===== src/tamago_settings.svh =====
// tamago control core settings
// ROM geometry, CPU clock divider reloads, register map and audio levels

`ifndef TAMAGO_SETTINGS_SVH
`define TAMAGO_SETTINGS_SVH

// program ROM, 16-bit words
`define TAMAGO_ROM_WORDS 8192
`define TAMAGO_ROM_AW 13

// divider reload per turbo speed, tick spacing is reload + 1
`define TAMAGO_DIV_1X 10'd400
`define TAMAGO_DIV_4X 10'd100
`define TAMAGO_DIV_50X 10'd8
`define TAMAGO_DIV_W 10

// settings register byte offsets
`define TAMAGO_REG_SOUND 32'h0000_0010
`define TAMAGO_REG_TURBO 32'h0000_0100
`define TAMAGO_REG_CANCEL 32'h0000_0104

// ROM region, any address with this top nibble
`define TAMAGO_ROM_BASE 32'h1000_0000

// buzzer level
`define TAMAGO_AUDIO_W 15
`define TAMAGO_AUDIO_ON 15'h1FFF

`endif

===== src/tamago_core_pkg.sv =====
// tamago core types
// turbo speed encoding and the settings bundle

package tamago_core_pkg;

  // max runs at the 50x rate for now
  typedef enum logic [1:0] {
    SPEED_1X  = 2'd0,
    SPEED_4X  = 2'd1,
    SPEED_50X = 2'd2,
    SPEED_MAX = 2'd3
  } turbo_speed_t;

  typedef struct packed {
    logic         mute;
    turbo_speed_t speed;
    logic         cancel_on_buzzer;
  } settings_t;

endpackage


===== src/cpu_tick_gen.sv =====
// CPU tick generator
// turbo dependent down-counter giving the 1x and 2x CPU clock enables

`timescale 1ns/10ps
`include "tamago_settings.svh"

module cpu_tick_gen (
  input  logic                          clk_32_768,
  input  logic                          reset_turbo_s,
  input  tamago_core_pkg::turbo_speed_t speed,
  output logic                          tick,
  output logic                          tick_2x
);

  logic [`TAMAGO_DIV_W-1:0] reload;
  logic [`TAMAGO_DIV_W-1:0] count;

  // reload per speed, max shares the 50x rate
  always_comb begin
    case (speed)
      tamago_core_pkg::SPEED_1X:  reload = `TAMAGO_DIV_1X;
      tamago_core_pkg::SPEED_4X:  reload = `TAMAGO_DIV_4X;
      tamago_core_pkg::SPEED_50X: reload = `TAMAGO_DIV_50X;
      default:                    reload = `TAMAGO_DIV_50X;
    endcase
  end

  always_ff @(posedge clk_32_768) begin
    if (reset_turbo_s) begin
      count   <= `TAMAGO_DIV_1X;
      tick    <= 1'b0;
      tick_2x <= 1'b0;
    end else begin
      tick    <= 1'b0;
      tick_2x <= 1'b0;
      if (count == '0) begin
        // new speed only picked up here
        count   <= reload;
        tick    <= 1'b1;
        tick_2x <= 1'b1;
      end else begin
        count <= count - 1'b1;
        // mid-period half tick
        if (count == (reload >> 1)) begin
          tick_2x <= 1'b1;
        end
      end
    end
  end

endmodule


===== config.mk =====
export PLATFORM = sky130hd
export DESIGN_NAME = cpu_tick_gen
export DESIGN_NICKNAME = d
export VERILOG_FILES = /design/src/tamago_core_pkg.sv /design/src/cpu_tick_gen.sv
export VERILOG_INCLUDE_DIRS = /design/src /design/src/src
export SDC_FILE = /design/constraint.sdc
export NUM_CORES = 1
export LEC_CHECK = 0
export ABC_AREA = 0
export ABC_CLOCK_PERIOD_IN_PS = 1700
export BUFFER_PORTS_ARGS = -buffer_cell sky130_fd_sc_hd__buf_2
export CORE_MARGIN = 2
export CORE_UTILIZATION = 28
export DETAILED_ROUTE_END_ITERATION = 12
export HOLD_SLACK_MARGIN = 0.08
export PLACE_DENSITY = 0.52
export REMOVE_ABC_BUFFERS = 1
export SYNTH_ARGS = -nofsm -noshare
export SYNTH_HDL_FRONTEND = slang
export SYNTH_SLANG_ARGS = --single-unit

===== constraint.sdc =====
create_clock -name clk_32_768 -period 1.7 [get_ports clk_32_768]
set_input_delay 0.34 -clock clk_32_768 [delete_from_list [all_inputs] [get_ports clk_32_768]]
set_output_delay 0.34 -clock clk_32_768 [all_outputs]
set_load 0.01 [all_outputs]

==> metrics.cfg <==
[detailed_routing]
drt-pass1-iter-count=4
routed_wl_um=1230
ant_nets=0
vias=496
wl_per_cell_um=11.5
drc=0
via_per_inst=4.64
drt_iter0_markers=16

[timing]
period_share_pct=89.0
worst_pin_slew_ns=0.306
setup_violations=0
timing.hold.ws_ns=0.349
drv_slew=0
finalWorstSetupSlack_ns=0.186
slew_headroom_pct=79.4
fin_skew_ns=0.00513
fmax_mhz=661
rsz0062_at_grt=false
hold_viol_final=0
min_period_ns=1.51

[placed_design]
dp_worst_setup_slack_ns=0.188
port_buffers=5
hpwl_um=963
gp_congestion=0.844

[logic_synthesis]
synth_top_area_share_pct=41.4
synth_cell_types=30
ys_ff_latch=12
ys_seq_area_share_pct=41.4
syn-cell-area_um2=581
yosys.area.top_type=dfxtp_1
ys_warn_count=0
post_synth.cell_area_avg_um2=9.07
netlist_instances=64
yosys-top-cells-area=dfxtp_1 41%, nor2_1 7.8%, xnor2_1 6.0%, nor4_4 3.7%, xor2_1 3.0%

[floorplan]
die_h_um=49.5
pin_count=6
core-area_um2=1960
die_width_um=49.5
core.rowCount=16
dieArea_um2=2450
start_util_pct=29.6

[global_routing]
grt_pass1_wl_um=2140
antenna_found_initial=0
grt-ovfl-total=0
grt_use_total_pct=11.3
grt_pass1_vias=488
grt_max_degree=10

[hold_path]
hold_path.class=in -> reg
hold_start=reset_turbo_s

[cts]
path_clk_slew_ns=0.08
root_buffer=clkbuf_4
cts_tree=yes
numCtsBuffers=3
htreeDepth=1
clk_latency_ns=0.27
clockBufferDepth=2
cts.sinks=12

[setup_path]
critical_path_class=reg -> reg
crit_start=count[0]$_SDFF_PP0_
worst_ep_arrival_time_ns=1.68
required_ns=1.87
worstPathMaxFanout=4
reg2reg_from=count[0]$_SDFF_PP0_
crit_path_start_kind=flip-flop
crit_path_end_kind=flip-flop

[cells_and_area]
antenna_cells=0
area_delta_synth_final_pct=27.4
final_net_count=86
drive_gt1_share_pct=27.5
n_fill_cell=216
final_cell_mix=12 x nor2_1, 12 x dfxtp_1, 9 x buf_4, 5 x buf_2, 4 x xnor2_1
multi_input_area_um2=325
final-seq-area_um2=240

[power_and_ir_drop]
p_leak_nw=0.294
ir_drop_mv=0.698
power.density_nw_per_um2=1010

[flow_run]
maxCapViolations=0

[status]
status=finished, final reports clean

## Yosys cell counts, drive strengths merged
cell	count
o22ai	1
a21oi	1
buf	2
ha	1
dfxtp	12
nand3	1
a311oi	1
xnor2	4
a31oi	1
nor3b	3
xor2	2
and2	1
nor2	12
o31ai	1
a41oi	1
mux2i	1
o211a	1
inv	3
and4b	1
nor3	3
or4	1
o2111ai	1
nor2b	1
o21ai	2
nand2	3
a211o	1
nor4	2
## path summary, 6_finish.rpt
kind | endpoint | slack (ns) | cells past startpoint
max | count[9]$_SDFF_PP0_ | 0.19 | 4
min | tick$_SDFF_PP0_ | 0.35 | 2
max reg2reg | count[9]$_SDFF_PP0_ | 0.19 | 4
min reg2reg | count[9]$_SDFF_PP0_ | 0.55 | 2
## final cells by class
| cell class | count | share of cell area [%] |
|---|---|---|
| inverter | 3 | 1.52 |
| tap | 27 | 4.57 |
| timing repair buffer | 14 | 12.5 |
| sequential | 12 | 32.5 |
| multi-input combinational | 47 | 44.0 |
| clock buffer | 4 | 4.91 |
## routing by layer
| layer | track usage [%] | wire length (µm) |
|---|---|---|
| met1 | 14.6 | 560 |
| met2 | 18.2 | 609 |
| met3 | 1.82 | 42 |
| met4 | 5.56 | 19 |
| met5 | 0 | 0 |
## cell families (layout without fill, tap and decap cells)
group / after synthesis / in the layout / share of synthesized area (%)
flops: 12 / 12 / 41.4
xor+xnor: 6 / 6 / 9.05
fa+ha+maj: 1 / 1 / 2.15
mux: 1 / 1 / 1.72
compound gates: 11 / 11 / 13.8
simple gates: 28 / 28 / 28.4
buf+inv: 5 / 21 / 3.45
## critical path, cell delays in order (launching register included)
cell and delay [ns]:
dfxtp_1 0.34, or4_4 0.59, nor3b_2 0.22, mux2i_1 0.20
nor2_1 0.05
## registers in the layout, summed over array words and instances, names as in the netlist
register / count
tick: 1
tick_2x: 1
count: 10
## power by group
part / internal (mW) / total, mW / switching [mW] / leakage, nW
registers: 0.309 / 0.332 / 0.0225 / 0.0983
logic: 0.0937 / 0.188 / 0.0946 / 0.175
clock network: 0.130 / 0.227 / 0.0967 / 0.0210
total: 0.533 / 0.747 / 0.214 / 0.294
## timing repair
item | in CTS | in global routing
setup buffers | 0 | 0
hold buffers | 0 | 0
setup endpoints to repair | 0 | 4
gates resized for setup | 0 | 1
## per-stage QoR
stage / util, % / power [mW] / TNS (ns) / cells / area (µm²)
global placement: 35.6 / 0.526 / 0 / 103 / 698
detailed placement: 35.6 / 0.523 / 0 / 103 / 698
floorplan: - / 0.452 / -0.305 / 62 / 572
finish: 37.7 / 0.747 / 0 / 107 / 739
global route: 37.7 / 0.796 / 0 / 107 / 739
CTS: 37.4 / 0.749 / 0 / 107 / 734
Power figures use the tool's default switching activity.
