`src/core_port.sv`:
```
// CPU side port
// gates the ticks with halt and samples ROM data on delivered ticks only

`timescale 1ns/10ps

module core_port (
  input  logic        clk_32_768,
  input  logic        reset_turbo_s,
  input  logic        tick,
  input  logic        tick_2x,
  input  logic        halt,
  input  logic [15:0] rom_word,
  output logic        clk_en,
  output logic        clk_2x_en,
  output logic [11:0] rom_data
);

  // CPU sees no ticks while halted
  assign clk_en    = tick && !halt;
  assign clk_2x_en = tick_2x && !halt;

  // instruction words are 12 bits wide
  always_ff @(posedge clk_32_768) begin
    if (reset_turbo_s) begin
      rom_data <= '0;
    end else if (clk_en) begin
      rom_data <= rom_word[11:0];
    end
  end

endmodule

```
`config.mk`:
```
export PLATFORM = sky130hd
export DESIGN_NAME = core_port
export DESIGN_NICKNAME = d
export VERILOG_FILES = /design/src/core_port.sv
export SDC_FILE = /design/constraint.sdc
export NUM_CORES = 1
export LEC_CHECK = 0
export ABC_AREA = 0
export BUFFER_PORTS_ARGS = -buffer_cell sky130_fd_sc_hd__buf_2
export CAP_MARGIN = 0
export CORE_UTILIZATION = 37
export CTS_CLUSTER_SIZE = 12
export DETAILED_ROUTE_END_ITERATION = 8
export PLACE_DENSITY = 0.78
export SYNTH_ARGS = -nofsm -noshare
export SYNTH_HDL_FRONTEND = slang
export SYNTH_SLANG_ARGS = --single-unit
```
`constraint.sdc`:
```
create_clock -name clk_32_768 -period 0.8 [get_ports clk_32_768]
set_input_delay 0.12 -clock clk_32_768 [delete_from_list [all_inputs] [get_ports clk_32_768]]
set_output_delay 0.12 -clock clk_32_768 [all_outputs]
set_load 0.005 [all_outputs]
```
==> results of run 1 <==
==> worst max-delay path by stage <==
stage | start | end | slack (ns) | depth (start not counted)
global route | rom_data[10] | rom_data[10] | -0.07 | 1
finish | rom_data[3] | rom_data[3] | -0.04 | 1
CTS | rom_data[0] | rom_data[0] | -0.04 | 1
detailed placement | halt | rom_data[9] | -0.02 | 4
global placement | halt | rom_data[9] | -0.02 | 4
floorplan | tick | rom_data[0] | 0.19 | 3
==> power breakdown <==
group,internal (mW),leakage [nW],switching (mW)
sequential,0.632,0.103,0.0169
combinational,0.149,0.281,0.0989
clock,0.277,0.0210,0.203
==> area by class of cell <==
| class | count | area (µm²) | share of cell area |
|---|---|---|---|
| clock buffer | 4 | 36.28 | 0.04039 |
| multi-input combinational | 38 | 324.1 | 0.3607 |
| sequential | 12 | 255.2 | 0.2841 |
| tap | 16 | 20.02 | 0.02228 |
| timing repair buffer | 40 | 262.8 | 0.2925 |
==> per-layer routing <==
layer / track usage / wire length [µm] / up-vias
met3: 0.03017 / 57 / 4
met4: 0.1313 / 32 / 0
met5: 0 / 0 / -
met1: 0.1957 / 591 / 261
li1: - / - / 276
met2: 0.3108 / 810 / 16
==> cells in the final DEF (no fill, tap or decap), drive strengths merged <==
cell type  instances
clkbuf             4
nor2b              2
o21ai             12
nand4bb           12
dfxtp             12
buf               40
nand2b            12
==> through the flow <==
| step | utilization | power [mW] | instance area, µm² |
|---|---|---|---|
| final | 0.5963 | 1.376 | 898.4 |
| after CTS | 0.5748 | 1.377 | 865.8 |
| after detailed placement | 0.5307 | 0.8790 | 799.5 |
| after global placement | 0.5307 | 0.8732 | 799.5 |
| after floorplan | - | 0.7695 | 601.8 |
| after global routing | 0.5963 | 1.453 | 898.4 |
==> cells by family (layout without fill, tap and decap cells) <==
family / Yosys count / count (layout) / synth area share
buffers and inverters: 5 / 44 / 0.06236
AND/OR/NAND/NOR: 26 / 26 / 0.3825
flip-flops: 12 / 12 / 0.3992
AO/OA/AOI/OAI: 12 / 12 / 0.1559
==> what timing repair did <==
item                                    CTS  global route
endpoints found under the setup margin   12            12
gates resized for setup                  12             4
buffers inserted                          2             1
==> run_results.csv, run 1 <==
group,metric,value,unit
final_layout,top_regs,"rom_data x12",
clocking,cts_tree,"done",
final_layout,largest-register,"rom_data",
synthesis,synth_edf_count,0,
die,die_h,42.33,µm
die,die_area,1792,µm²
drt,drc,0,
clocking,cts_root_buffer,"clkbuf_4",
synthesis,netlist_top_cells_area,"dfxtp_1 (40%), nand4bb_1 (22%), o21ai_2 (13%)",
worst_hold_path,holdPathStages,3,
drt,wl,1.492,mm
synthesis,yosysTopAreaCellShare,0.3992,
power_and_ir_drop,p_leak,0.4053,nW
run,maxCapViolCount,0,
drt,wl_per_cell,13.56,µm
drt,initialDrtViolationCount,2,
final_layout,fill_cells,140,
sta,rsz0062_at_grt,"true",
place,dp_slack,-0.01700,ns
worst_setup_path,start_kind,"register",
worst_setup_path,crit_path_top_delay_cell,"dfxtp_2",
worst_setup_path,endpoint_kind,"primary output",
clocking,htree_levels,1,
sta,final.min_clock_period,0.8370,ns
place,place_hpwl,951.7,µm
worst_setup_path,cp.arrival,0.72,ns
clocking,holdBufCountCts,0,
worst_setup_path,worstPathCellList,"buf_6",
worst_hold_path,min_to,"rom_data[11]",
clocking,cts_made_buffers,3,
worst_setup_path,cpLargestDelayFamily,"flip-flops",
grt,grt_pass1_vias,533,
final_layout,area_growth,49.27,%
sta,final.setup.worst_slack,-0.03699,ns
worst_setup_path,r2r_end,"rom_data[7]",
place,routabilityCongestion,0.6896,
die,core-area,1506,µm²
clocking,clk_latency,0.27,ns
final_layout,nets,116,
synthesis,syn_area,601.8,µm²
grt,grt_max_degree,25,
sta,post-route-period-util,1.046,
grt,grt_pass1_wl,2.373,mm
worst_setup_path,crit_fanout,2,
synthesis,ys_seq_area_frac,0.3992,
power_and_ir_drop,vdd_drop_max,0.0007355,V
clocking,cts_sinks,12,
die,io_pins,35,
clocking,ctsLongestPathBuffers,2,
run_status,violations,"negative setup slack",
drt,postRouteAntennaNets,0,
sta,relSlewSlack,0.8045,
synthesis,avgSynthCellArea,10.94,µm²
sta,maxSlewViolCount,0,
sta,setup_violations,12,
place,io_buffers,30,
worst_hold_path,hp-start,"rom_word[11]",
worst_hold_path,hold_class,"in -> reg",
power_and_ir_drop,cellPowerDensity,1531,nW/µm²
synthesis,synth_cell_types,11,
worst_setup_path,r2r_slack,0.11,ns
synthesis,synthCells,55,
final_layout,instances_no_fill,110,
sta,max_freq,1195,MHz
grt,gr-total-overflow,0,
die,start_util,0.3995,
worst_setup_path,r2r_start,"rom_data[7]",
drt,viasPerCell,5.064,
run_status,status,"complete, but fails checks",
worst_setup_path,r2r_cells,3,
worst_setup_path,worstPathRequired,0.68,ns
synthesis,synth-seq-cells,12,
grt,grt_antenna_before_repair,0,
synthesis,ys_async_sr_fraction,0,
final_layout,largest_reg_flops,12,
synthesis,synth_warnings,0,
sta,holdWs,0.1066,ns
die,die_w,42.33,µm
sta,finClkSkew,0,ns
worst_setup_path,crit_buf_inv,1,
final_layout,diodes,0,
synthesis,synth_top_area_cell,"dfxtp_1",
final_layout,drive_gt1_frac,0.7021,
place,placed_cells_incl_taps,103,
worst_setup_path,cp_slowest_stage_delay,0.34,ns
synthesis,yosys-top-cells-count,"dfxtp_1 (12), nand2b_1 (12), nand4bb_1 (12)",
synthesis,synthFlopType,"dfxtp_1",
sta,finalHoldViolations,0,
sta,tightest_slew,0.2932,ns
synthesis,syn_nets,76,
sta,tns,-0.3434,ns
drt,firstDrtPassIters,2,
worst_setup_path,crit_type,"reg -> out",
clocking,cts.clk_slew.worst_paths,0.08,ns
grt,grt_usage,0.1804,
drt,dr_total_vias,557,
die,rows,14,
Note: power is estimated with default switching activity, not from simulation.
==> inputs of run 2 (changes only) <==
CAP_MARGIN = not set   (was 0)
CORE_UTILIZATION = 40   (was 37)
PLACE_DENSITY = 0.8   (was 0.78)
clock period = 0.9 ns   (was 0.8 ns; I/O delays follow)
==> run_results.csv, run 2 (same netlist as run 1, synthesis figures left out) <==
group,metric,value,unit
worst_setup_path,crit_buf_inv,1,
power_and_ir_drop,p_leak,0.3667,nW
worst_setup_path,cp.arrival,0.72,ns
grt,grt_pass1_wl,1.573,mm
final_layout,diodes,0,
final_layout,largest-register,"rom_data",
sta,relSlewSlack,0.8148,
worst_setup_path,r2r_slack,0.33,ns
die,die_h,40.79,µm
power_and_ir_drop,cellPowerDensity,1444,nW/µm²
clocking,ctsLongestPathBuffers,2,
sta,post-route-period-util,0.9455,
drt,postRouteAntennaNets,0,
grt,grt_antenna_before_repair,0,
power_and_ir_drop,vdd_drop_max,0.0007588,V
worst_setup_path,cp_slowest_stage_delay,0.34,ns
grt,gr-total-overflow,0,
grt,grt_util_met2,0.2305,
worst_setup_path,crit_fanout,2,
drt,drc,0,
final_layout,layout_common_cells,"buf_2 (30), nand2b_1 (12), nand4bb_1 (12)",
sta,final.min_clock_period,0.8510,ns
worst_setup_path,cpLargestDelayFamily,"flip-flops",
clocking,htree_levels,1,
sta,setup_violations,0,
die,die_area,1664,µm²
final_layout,area_growth,35.55,%
clocking,cts_made_buffers,3,
drt,firstDrtPassIters,2,
worst_setup_path,r2r_start,"rom_data[11]",
die,die_w,40.79,µm
sta,finClkSkew,0,ns
worst_setup_path,r2r_end,"rom_data[11]",
grt,use_met3,0.03261,
sta,finalHoldViolations,0,
place,routabilityCongestion,0.6888,
worst_setup_path,start_kind,"register",
die,io_pins,35,
run_status,status,"complete, no violations",
worst_setup_path,worstPathCellList,"buf_2",
sta,tns,0,ns
clocking,cts_tree,"done",
worst_setup_path,r2r_cells,2,
worst_hold_path,hold_class,"in -> reg",
grt,grt_max_degree,25,
grt,grt_util_met1,0.1776,
grt,grt.busiest_layer,"met2",
worst_setup_path,worstPathRequired,0.76,ns
clocking,clk_latency,0.26,ns
worst_hold_path,holdPathStages,3,
clocking,cts_root_buffer,"clkbuf_4",
place,place_hpwl,860.8,µm
die,rows,13,
drt,initialDrtViolationCount,2,
drt,viasPerCell,4.922,
sta,max_freq,1175,MHz
clocking,cts_sinks,12,
place,io_buffers,30,
final_layout,drive_gt1_frac,0.5795,
worst_setup_path,crit_path_top_delay_cell,"dfxtp_1",
drt,dr_total_vias,507,
power_and_ir_drop,total_power,1.178,mW
worst_hold_path,min_to,"rom_data[4]",
final_layout,nets,110,
clocking,cts.clk_slew.worst_paths,0.08,ns
die,core-area,1350,µm²
run,maxCapViolCount,0,
die,start_util,0.4458,
grt,grt_pass1_vias,376,
final_layout,largest_reg_flops,12,
worst_setup_path,crit_type,"reg -> out",
sta,maxSlewViolCount,0,
sta,tightest_slew,0.2777,ns
sta,rsz0062_at_grt,"false",
worst_setup_path,endpoint_kind,"primary output",
grt,grt_usage,0.1441,
final_layout,final_common_cell,"buf_2",
final_layout,top_regs,"rom_data x12",
worst_hold_path,hp-start,"rom_word[4]",
drt,wl,1.172,mm
clocking,post-cts-setup-buffer-count,0,
drt,wl_per_cell,11.38,µm
==> run 2: cell count changes in the layout (fill, tap and decap cells not counted), sizes merged <==
cell  change
buf       -6
==> run 2: per-stage QoR <==
stage	hold WS, ns	setup slack, ns	std cells	instance area, µm²	util
after detailed placement	0.4100	0.07668	99	775.7	0.5746
after global placement	0.3938	0.08234	99	775.7	0.5746
final	0.1400	0.04903	103	815.8	0.6043
after floorplan	0.3009	0.2798	55	601.8	-
after CTS	0.1356	0.04241	103	812.0	0.6015
after global routing	0.1351	0.003448	103	815.8	0.6043
==> run 2: power breakdown <==
| group | internal, mW | switching, mW | leakage (nW) |
|---|---|---|---|
| clock | 0.245 | 0.176 | 0.0210 |
| sequential | 0.558 | 0.0114 | 0.0994 |
| combinational | 0.108 | 0.0802 | 0.246 |
==> run 2: area by class of cell <==
cell class	instances	area, µm²
Fill cell	110	534.3
Tap cell	15	18.77
Multi-Input combinational cell	38	324.1
Clock buffer	4	36.28
Sequential cell	12	244.0
Timing Repair Buffer	34	192.7
==> run 2: how the worst max path moves through the flow <==
stage	start	to	slack (ns)	cells after the start
CTS	rom_data[11]	rom_data[11]	0.04	1
detailed placement	halt	rom_data[8]	0.08	4
global route	rom_data[8]	rom_data[8]	0.003	1
finish	rom_data[11]	rom_data[11]	0.05	1
floorplan	tick	rom_data[0]	0.28	3
global placement	halt	rom_data[11]	0.08	4
==> run 2: timing repair <==
action / 4_1_cts / 5_1_grt
gates resized for setup: 0 / 3
hold buffers: 0 / 0
endpoints found under the setup margin: 0 / 3
==> run 2: metal layers <==
layer	share of wire	wire length (µm)	up-vias
li1	-	-	261
met1	0.44	513	230
met2	0.50	586	14
met3	0.044	52	2
met4	0.016	19	0
met5	0	0	-
