<file path="src/tamago_settings.svh">
// tamago control core settings
// ROM geometry, CPU clock divider reloads, register map and audio levels

`ifndef TAMAGO_SETTINGS_SVH
`define TAMAGO_SETTINGS_SVH

// program ROM, 16-bit words
`define TAMAGO_ROM_WORDS 8192
`define TAMAGO_ROM_AW 13

// divider reload per turbo speed, tick spacing is reload + 1
`define TAMAGO_DIV_1X 10'd400
`define TAMAGO_DIV_4X 10'd100
`define TAMAGO_DIV_50X 10'd8
`define TAMAGO_DIV_W 10

// settings register byte offsets
`define TAMAGO_REG_SOUND 32'h0000_0010
`define TAMAGO_REG_TURBO 32'h0000_0100
`define TAMAGO_REG_CANCEL 32'h0000_0104

// ROM region, any address with this top nibble
`define TAMAGO_ROM_BASE 32'h1000_0000

// buzzer level
`define TAMAGO_AUDIO_W 15
`define TAMAGO_AUDIO_ON 15'h1FFF

`endif
</file>
<file path="src/tamago_bus_pkg.sv">
// tamago bus types
// AXI4-Lite channel bundles and the byte-swapped ROM write

`include "tamago_settings.svh"

package tamago_bus_pkg;

  // master driven signals
  typedef struct packed {
    logic        awvalid;
    logic [31:0] awaddr;
    logic        wvalid;
    logic [31:0] wdata;
    logic [3:0]  wstrb;
    logic        bready;
    logic        arvalid;
    logic [31:0] araddr;
    logic        rready;
  } axil_req_t;

  // slave driven signals
  typedef struct packed {
    logic        awready;
    logic        wready;
    logic        bvalid;
    logic [1:0]  bresp;
    logic        arready;
    logic        rvalid;
    logic [31:0] rdata;
    logic [1:0]  rresp;
  } axil_rsp_t;

  // one ROM word write, data already swapped
  typedef struct packed {
    logic                       en;
    logic [`TAMAGO_ROM_AW-1:0]  addr;
    logic [15:0]                data;
  } rom_wr_t;

endpackage

</file>
<file path="src/tamago_core_pkg.sv">
// tamago core types
// turbo speed encoding and the settings bundle

package tamago_core_pkg;

  // max runs at the 50x rate for now
  typedef enum logic [1:0] {
    SPEED_1X  = 2'd0,
    SPEED_4X  = 2'd1,
    SPEED_50X = 2'd2,
    SPEED_MAX = 2'd3
  } turbo_speed_t;

  typedef struct packed {
    logic         mute;
    turbo_speed_t speed;
    logic         cancel_on_buzzer;
  } settings_t;

endpackage

</file>
<file path="src/bridge_settings.sv">
// bridge settings slave
// AXI4-Lite registers for mute, turbo speed and turbo cancel,
// ROM load routing with byte swap, and the muted buzzer level

`timescale 1ns/10ps
`include "tamago_settings.svh"

module bridge_settings (
  input  logic                        clk_32_768,
  input  logic                        reset_turbo_s,
  input  tamago_bus_pkg::axil_req_t   axil_req,
  output tamago_bus_pkg::axil_rsp_t   axil_rsp,
  input  logic                        buzzer,
  output tamago_core_pkg::settings_t  settings,
  output tamago_bus_pkg::rom_wr_t     rom_wr,
  output logic [`TAMAGO_AUDIO_W-1:0]  audio_level
);

  tamago_core_pkg::settings_t settings_q;
  logic        wr_accept;
  logic        rd_accept;
  logic        rom_region;
  logic        bvalid_q;
  logic        rvalid_q;
  logic [31:0] rdata_q;

  // write needs both channels and a free B slot
  assign wr_accept  = axil_req.awvalid && axil_req.wvalid && !bvalid_q;
  assign rd_accept  = axil_req.arvalid && !rvalid_q;
  assign rom_region = axil_req.awaddr[31:28] == 4'(`TAMAGO_ROM_BASE >> 28);

  always_comb begin
    axil_rsp         = '0;
    axil_rsp.awready = wr_accept;
    axil_rsp.wready  = wr_accept;
    axil_rsp.bvalid  = bvalid_q;
    axil_rsp.bresp   = 2'b00;
    axil_rsp.arready = rd_accept;
    axil_rsp.rvalid  = rvalid_q;
    axil_rsp.rdata   = rdata_q;
    axil_rsp.rresp   = 2'b00;
  end

  ////////////////////////////////////////////////////
  // response channels

  always_ff @(posedge clk_32_768) begin
    if (reset_turbo_s) begin
      bvalid_q <= 1'b0;
      rvalid_q <= 1'b0;
      rdata_q  <= '0;
    end else begin
      if (wr_accept) begin
        bvalid_q <= 1'b1;
      end else if (axil_req.bready) begin
        bvalid_q <= 1'b0;
      end

      if (rd_accept) begin
        rvalid_q <= 1'b1;
        // only the speed is readable
        if (axil_req.araddr == `TAMAGO_REG_TURBO) begin
          rdata_q <= {30'b0, settings_q.speed};
        end else begin
          rdata_q <= '0;
        end
      end else if (axil_req.rready) begin
        rvalid_q <= 1'b0;
      end
    end
  end

  ////////////////////////////////////////////////////
  // settings registers

  always_ff @(posedge clk_32_768) begin
    if (reset_turbo_s) begin
      settings_q <= '0;
    end else begin
      if (wr_accept && axil_req.wstrb[0]) begin
        case (axil_req.awaddr)
          `TAMAGO_REG_SOUND:  settings_q.mute <= axil_req.wdata[0];
          `TAMAGO_REG_TURBO:  settings_q.speed <=
              tamago_core_pkg::turbo_speed_t'(axil_req.wdata[1:0]);
          `TAMAGO_REG_CANCEL: settings_q.cancel_on_buzzer <= axil_req.wdata[0];
          default: ;
        endcase
      end
      // buzzer drops turbo, beats a bus write in the same cycle
      if (settings_q.cancel_on_buzzer && buzzer) begin
        settings_q.speed <= tamago_core_pkg::SPEED_1X;
      end
    end
  end

  assign settings = settings_q;

  // ROM words arrive big endian
  assign rom_wr.en   = wr_accept && rom_region && (&axil_req.wstrb[1:0]);
  assign rom_wr.addr = axil_req.awaddr[13:1];
  assign rom_wr.data = {axil_req.wdata[7:0], axil_req.wdata[15:8]};

  // buzzer level, one cycle behind
  always_ff @(posedge clk_32_768) begin
    if (reset_turbo_s) begin
      audio_level <= '0;
    end else if (buzzer && !settings_q.mute) begin
      audio_level <= `TAMAGO_AUDIO_ON;
    end else begin
      audio_level <= '0;
    end
  end

endmodule

</file>
<file path="config.mk">
export PLATFORM = sky130hd
export DESIGN_NAME = bridge_settings
export DESIGN_NICKNAME = d
export VERILOG_FILES = /design/src/tamago_bus_pkg.sv /design/src/tamago_core_pkg.sv /design/src/bridge_settings.sv
export VERILOG_INCLUDE_DIRS = /design/src /design/src/src
export SDC_FILE = /design/constraint.sdc
export NUM_CORES = 1
export LEC_CHECK = 0
export BUFFER_PORTS_ARGS = -buffer_cell sky130_fd_sc_hd__buf_2
export CORE_AREA = 2 2 77 79
export CTS_CLUSTER_DIAMETER = 120
export DETAILED_ROUTE_END_ITERATION = 8
export DIE_AREA = 0 0 79 81
export PLACE_DENSITY = 0.64
export SYNTH_ARGS = -nofsm -noshare
export SYNTH_HDL_FRONTEND = slang
export SYNTH_SLANG_ARGS = --single-unit
</file>
<file path="constraint.sdc">
create_clock -name clk_32_768 -period 2.5 [get_ports clk_32_768]
set_clock_uncertainty 0.1 [all_clocks]
set_input_delay 0.25 -clock clk_32_768 [delete_from_list [all_inputs] [get_ports clk_32_768]]
set_output_delay 0.25 -clock clk_32_768 [all_outputs]
set_load 0.01 [all_outputs]
</file>
==> out/results.tsv <==
stage	metric	value	unit
outcome	outcome	complete, no violations	
min_path	worstHoldPathType	in2reg	
synthesis	synth_top_cell_area_share	51.5	%
critical_path	path_class	reg2out	
clock_network	root_buffer	clkbuf_8	
sta	setup_viol_count_final	0	
clock_network	cts.clk_slew.worst_paths	50	ps
synthesis	synth_area_leader_cell	buf_4	
power_and_ir_drop	internal_power	326	µW
finish	fin_cells	299	
finish	antenna_cells	0	
synthesis	syn_inst	153	
power_and_ir_drop	p_per_area	334	nW/µm²
floorplan	core_area	5680	µm²
critical_path	r2r.worst_path.cells	4	
power_and_ir_drop	max-vdd-ir-drop	0.0000888	V
synthesis	ys_seq_elements	9	
critical_path	cp.arrival	1220	ps
synthesis	synth_top_family_by_area	buffers and inverters	
critical_path	regToRegSetupSlack	1100	ps
sta	hold_viol_final	0	
clock_network	clock-sinks	9	
synthesis	yosysWarningCount	0	
synthesis	synth-compound-area-share	2.09	%
place	numPlacedInstances	295	
power_and_ir_drop	combPwrFrac	32.1	%
grt	grt_usage	8.23	%
place	place_area	1380	µm²
sta	final.period_utilization	62.8	%
critical_path	cp-start-kind	flip-flop	
floorplan	fp.dieH	81	µm
floorplan	die_area	6400	µm²
floorplan	start_util	21.1	%
sta	setup-tns-final	0	ps
finish	post_route_cells_drive_above_1_share	55.8	%
finish	fill_cells	645	
place	io_buffers	115	
floorplan	rows	28	
place	hpwl	2500	µm
route	drcViolationCount	0	
power_and_ir_drop	p_sw	149	µW
power_and_ir_drop	switching_share	31.4	%
finish	multi_input_area	520	µm²
critical_path	required	2150	ps
floorplan	die_w	79	µm
sta	worst_slack	929	ps
clock_network	numCtsBuffers	3	
clock_network	postCtsResizedCells	0	
min_path	holdPathStages	3	
place	dpl_worst_slack	809	ps
finish	regArea	180	µm²
route	wl	2800	µm
min_path	worstHoldEndpoint	settings[2]	
sta	drv_slew	0	
sta	clock.fmax	637	MHz
synthesis	synth-simple-area-share	26.8	%
synthesis	synth_cell_types	27	
route	vias	1095	
clock_network	insertion_delay	230	ps
critical_path	crit_path_max_fanout	4	
synthesis	synth.yosys.seq_area_share	15.1	%
run	maxCapViolations	0	
clock_network	cts_tree	done	
grt	antenna_found_initial	0	
min_path	min_from	axil_req[40]	
clock_network	clk_path_buf_depth	2	
route	dr.pass1.iters	4	
clock_network	post-cts-setup-buffers	0	
route	ant_nets	0	
floorplan	ios	198	
grt	grt_max_degree	14	
synthesis	syn_avg_cell_area	7.82	µm²
critical_path	r2r_end	settings[1]	
synthesis	synth_xor_area_share	0	%
clock_network	cts_max_level	1	
finish	synthToLayoutAreaGrowth	19.0	%
route	via_per_inst	3.66	
power_and_ir_drop	sequentialPowerShare	31.6	%
critical_path	endpoint_kind	output pin	
grt	grt_pass1_wl	4120	µm
sta	grt_setup_unrepaired	false	
route	drt_iter0_markers	19	
place	place.gp.congestion	0.692	
grt	gr-total-overflow	0	
synthesis	synth.area.top_cells	buf_4, dfxtp_1, nor4_1	
finish	nets	333	
clock_network	cts_hold_buffers	0	
synthesis	synth.area.mux_share	3.35	%
critical_path	r2r_start	bvalid_q	
route	post_drt_wl_per_cell	9.36	µm
sta	min_period	1570	ps
power_and_ir_drop	p_leak	0.000841	µW
power_and_ir_drop	clkPwrFrac	36.4	%
synthesis	syn-cell-area	1200	µm²
synthesis	synthAdderAreaFrac	0	%
grt	grt_pass1_vias	943	
finish	stdcell_area	1420	µm²
finish	final_util	25.1	%
[power by group through the flow]
stage | Combinational (µW) | Sequential, µW | Clock (µW)
final | 152 | 150 | 173
after CTS | 153 | 150 | 185
after global placement | 150 | 153 | 0
after floorplan | 163 | 153 | 0
after detailed placement | 152 | 153 | 0
after global routing | 171 | 151 | 194
[final cells by class]
cell class | count | share of cell area (%)
clock buffers | 3 | 2.90
flip-flops and latches | 9 | 12.7
repair buffers | 115 | 40.4
well taps | 75 | 6.59
multi-input cells | 94 | 36.6
clock inverters | 1 | 0.351
inverters | 2 | 0.527
[cells in the final DEF (no fill, tap or decap), types with 3 or more instances in the layout]
cell type  netlist  layout
nor3b_1          3       3
nor4_1           9       9
nand4_1          4       4
buf_2            0     115
dfxtp_1          9       9
mux2i_1          4       4
a21oi_1          5       5
clkbuf_8         0       3
nand2_1          9       9
or3_1            3       3
conb_1           1      36
nand2b_1         5       5
[cells by family (layout without fill, tap and decap cells)]
logic type	Yosys count	in the layout
compound gates	5	5
buf+inv	85	121
flops	9	9
mux	4	4
other cells	1	36
simple gates	49	49
[synthesized netlist by cell type]
master / number
nor2_2: 1
nor4b_1: 1
inv_1: 1
nor2_1: 2
nor3b_1: 3
a21oi_1: 5
inv_2: 1
and3b_1: 1
or4_1: 2
nor3_4: 1
nand4_1: 4
mux2i_1: 4
buf_4: 82
and3_1: 1
clkbuf_1: 1
nand4b_2: 1
or3_1: 3
or4_4: 1
nor3_1: 2
conb_1: 1
nand4_2: 1
nand2_1: 9
and4_1: 1
nand2b_1: 5
dfxtp_1: 9
nor2b_1: 1
nor4_1: 9
[stage by stage]
stage	hold WS, ps	total power, µW
after detailed placement	343	305
after CTS	165	488
final	171	475
after global placement	338	303
after floorplan	289	316
after global routing	180	516
[critical path, stage by stage (launching register included)]
cell and delay [ps]:
dfxtp_1 320, nand4b_2 260, nor2b_1 140, and3_1 150, buf_2 120
[sequential cells by signal (all words and copies together) (netlist names)]
register,flops
settings,4
rdata_q,2
audio_level,1
bvalid_q,1
rvalid_q,1
[how the worst max path moves through the flow]
stage	depth (start not counted)	slack [ps]	startpoint	end
2_1_floorplan	4	1030	axil_req[81]	settings[1]
3_3_place_gp	5	820	axil_req[81]	settings[2]
3_5_place_dp	5	810	axil_req[81]	settings[1]
4_1_cts	4	900	bvalid_q	rom_wr[29]
5_1_grt	4	830	bvalid_q	rom_wr[29]
6_report	4	930	bvalid_q	rom_wr[29]
[routing by layer]
layer	wire [µm]	vias up	share of wire (%)	GRT usage, %
li1	-	541	-	-
met1	1050	468	37	8.54
met2	1390	80	50	14.9
met3	320	6	11	3.44
met4	40	0	1.4	2.93
met5	0	-	0	0
No activity file was read; power rests on OpenSTA's default activity.
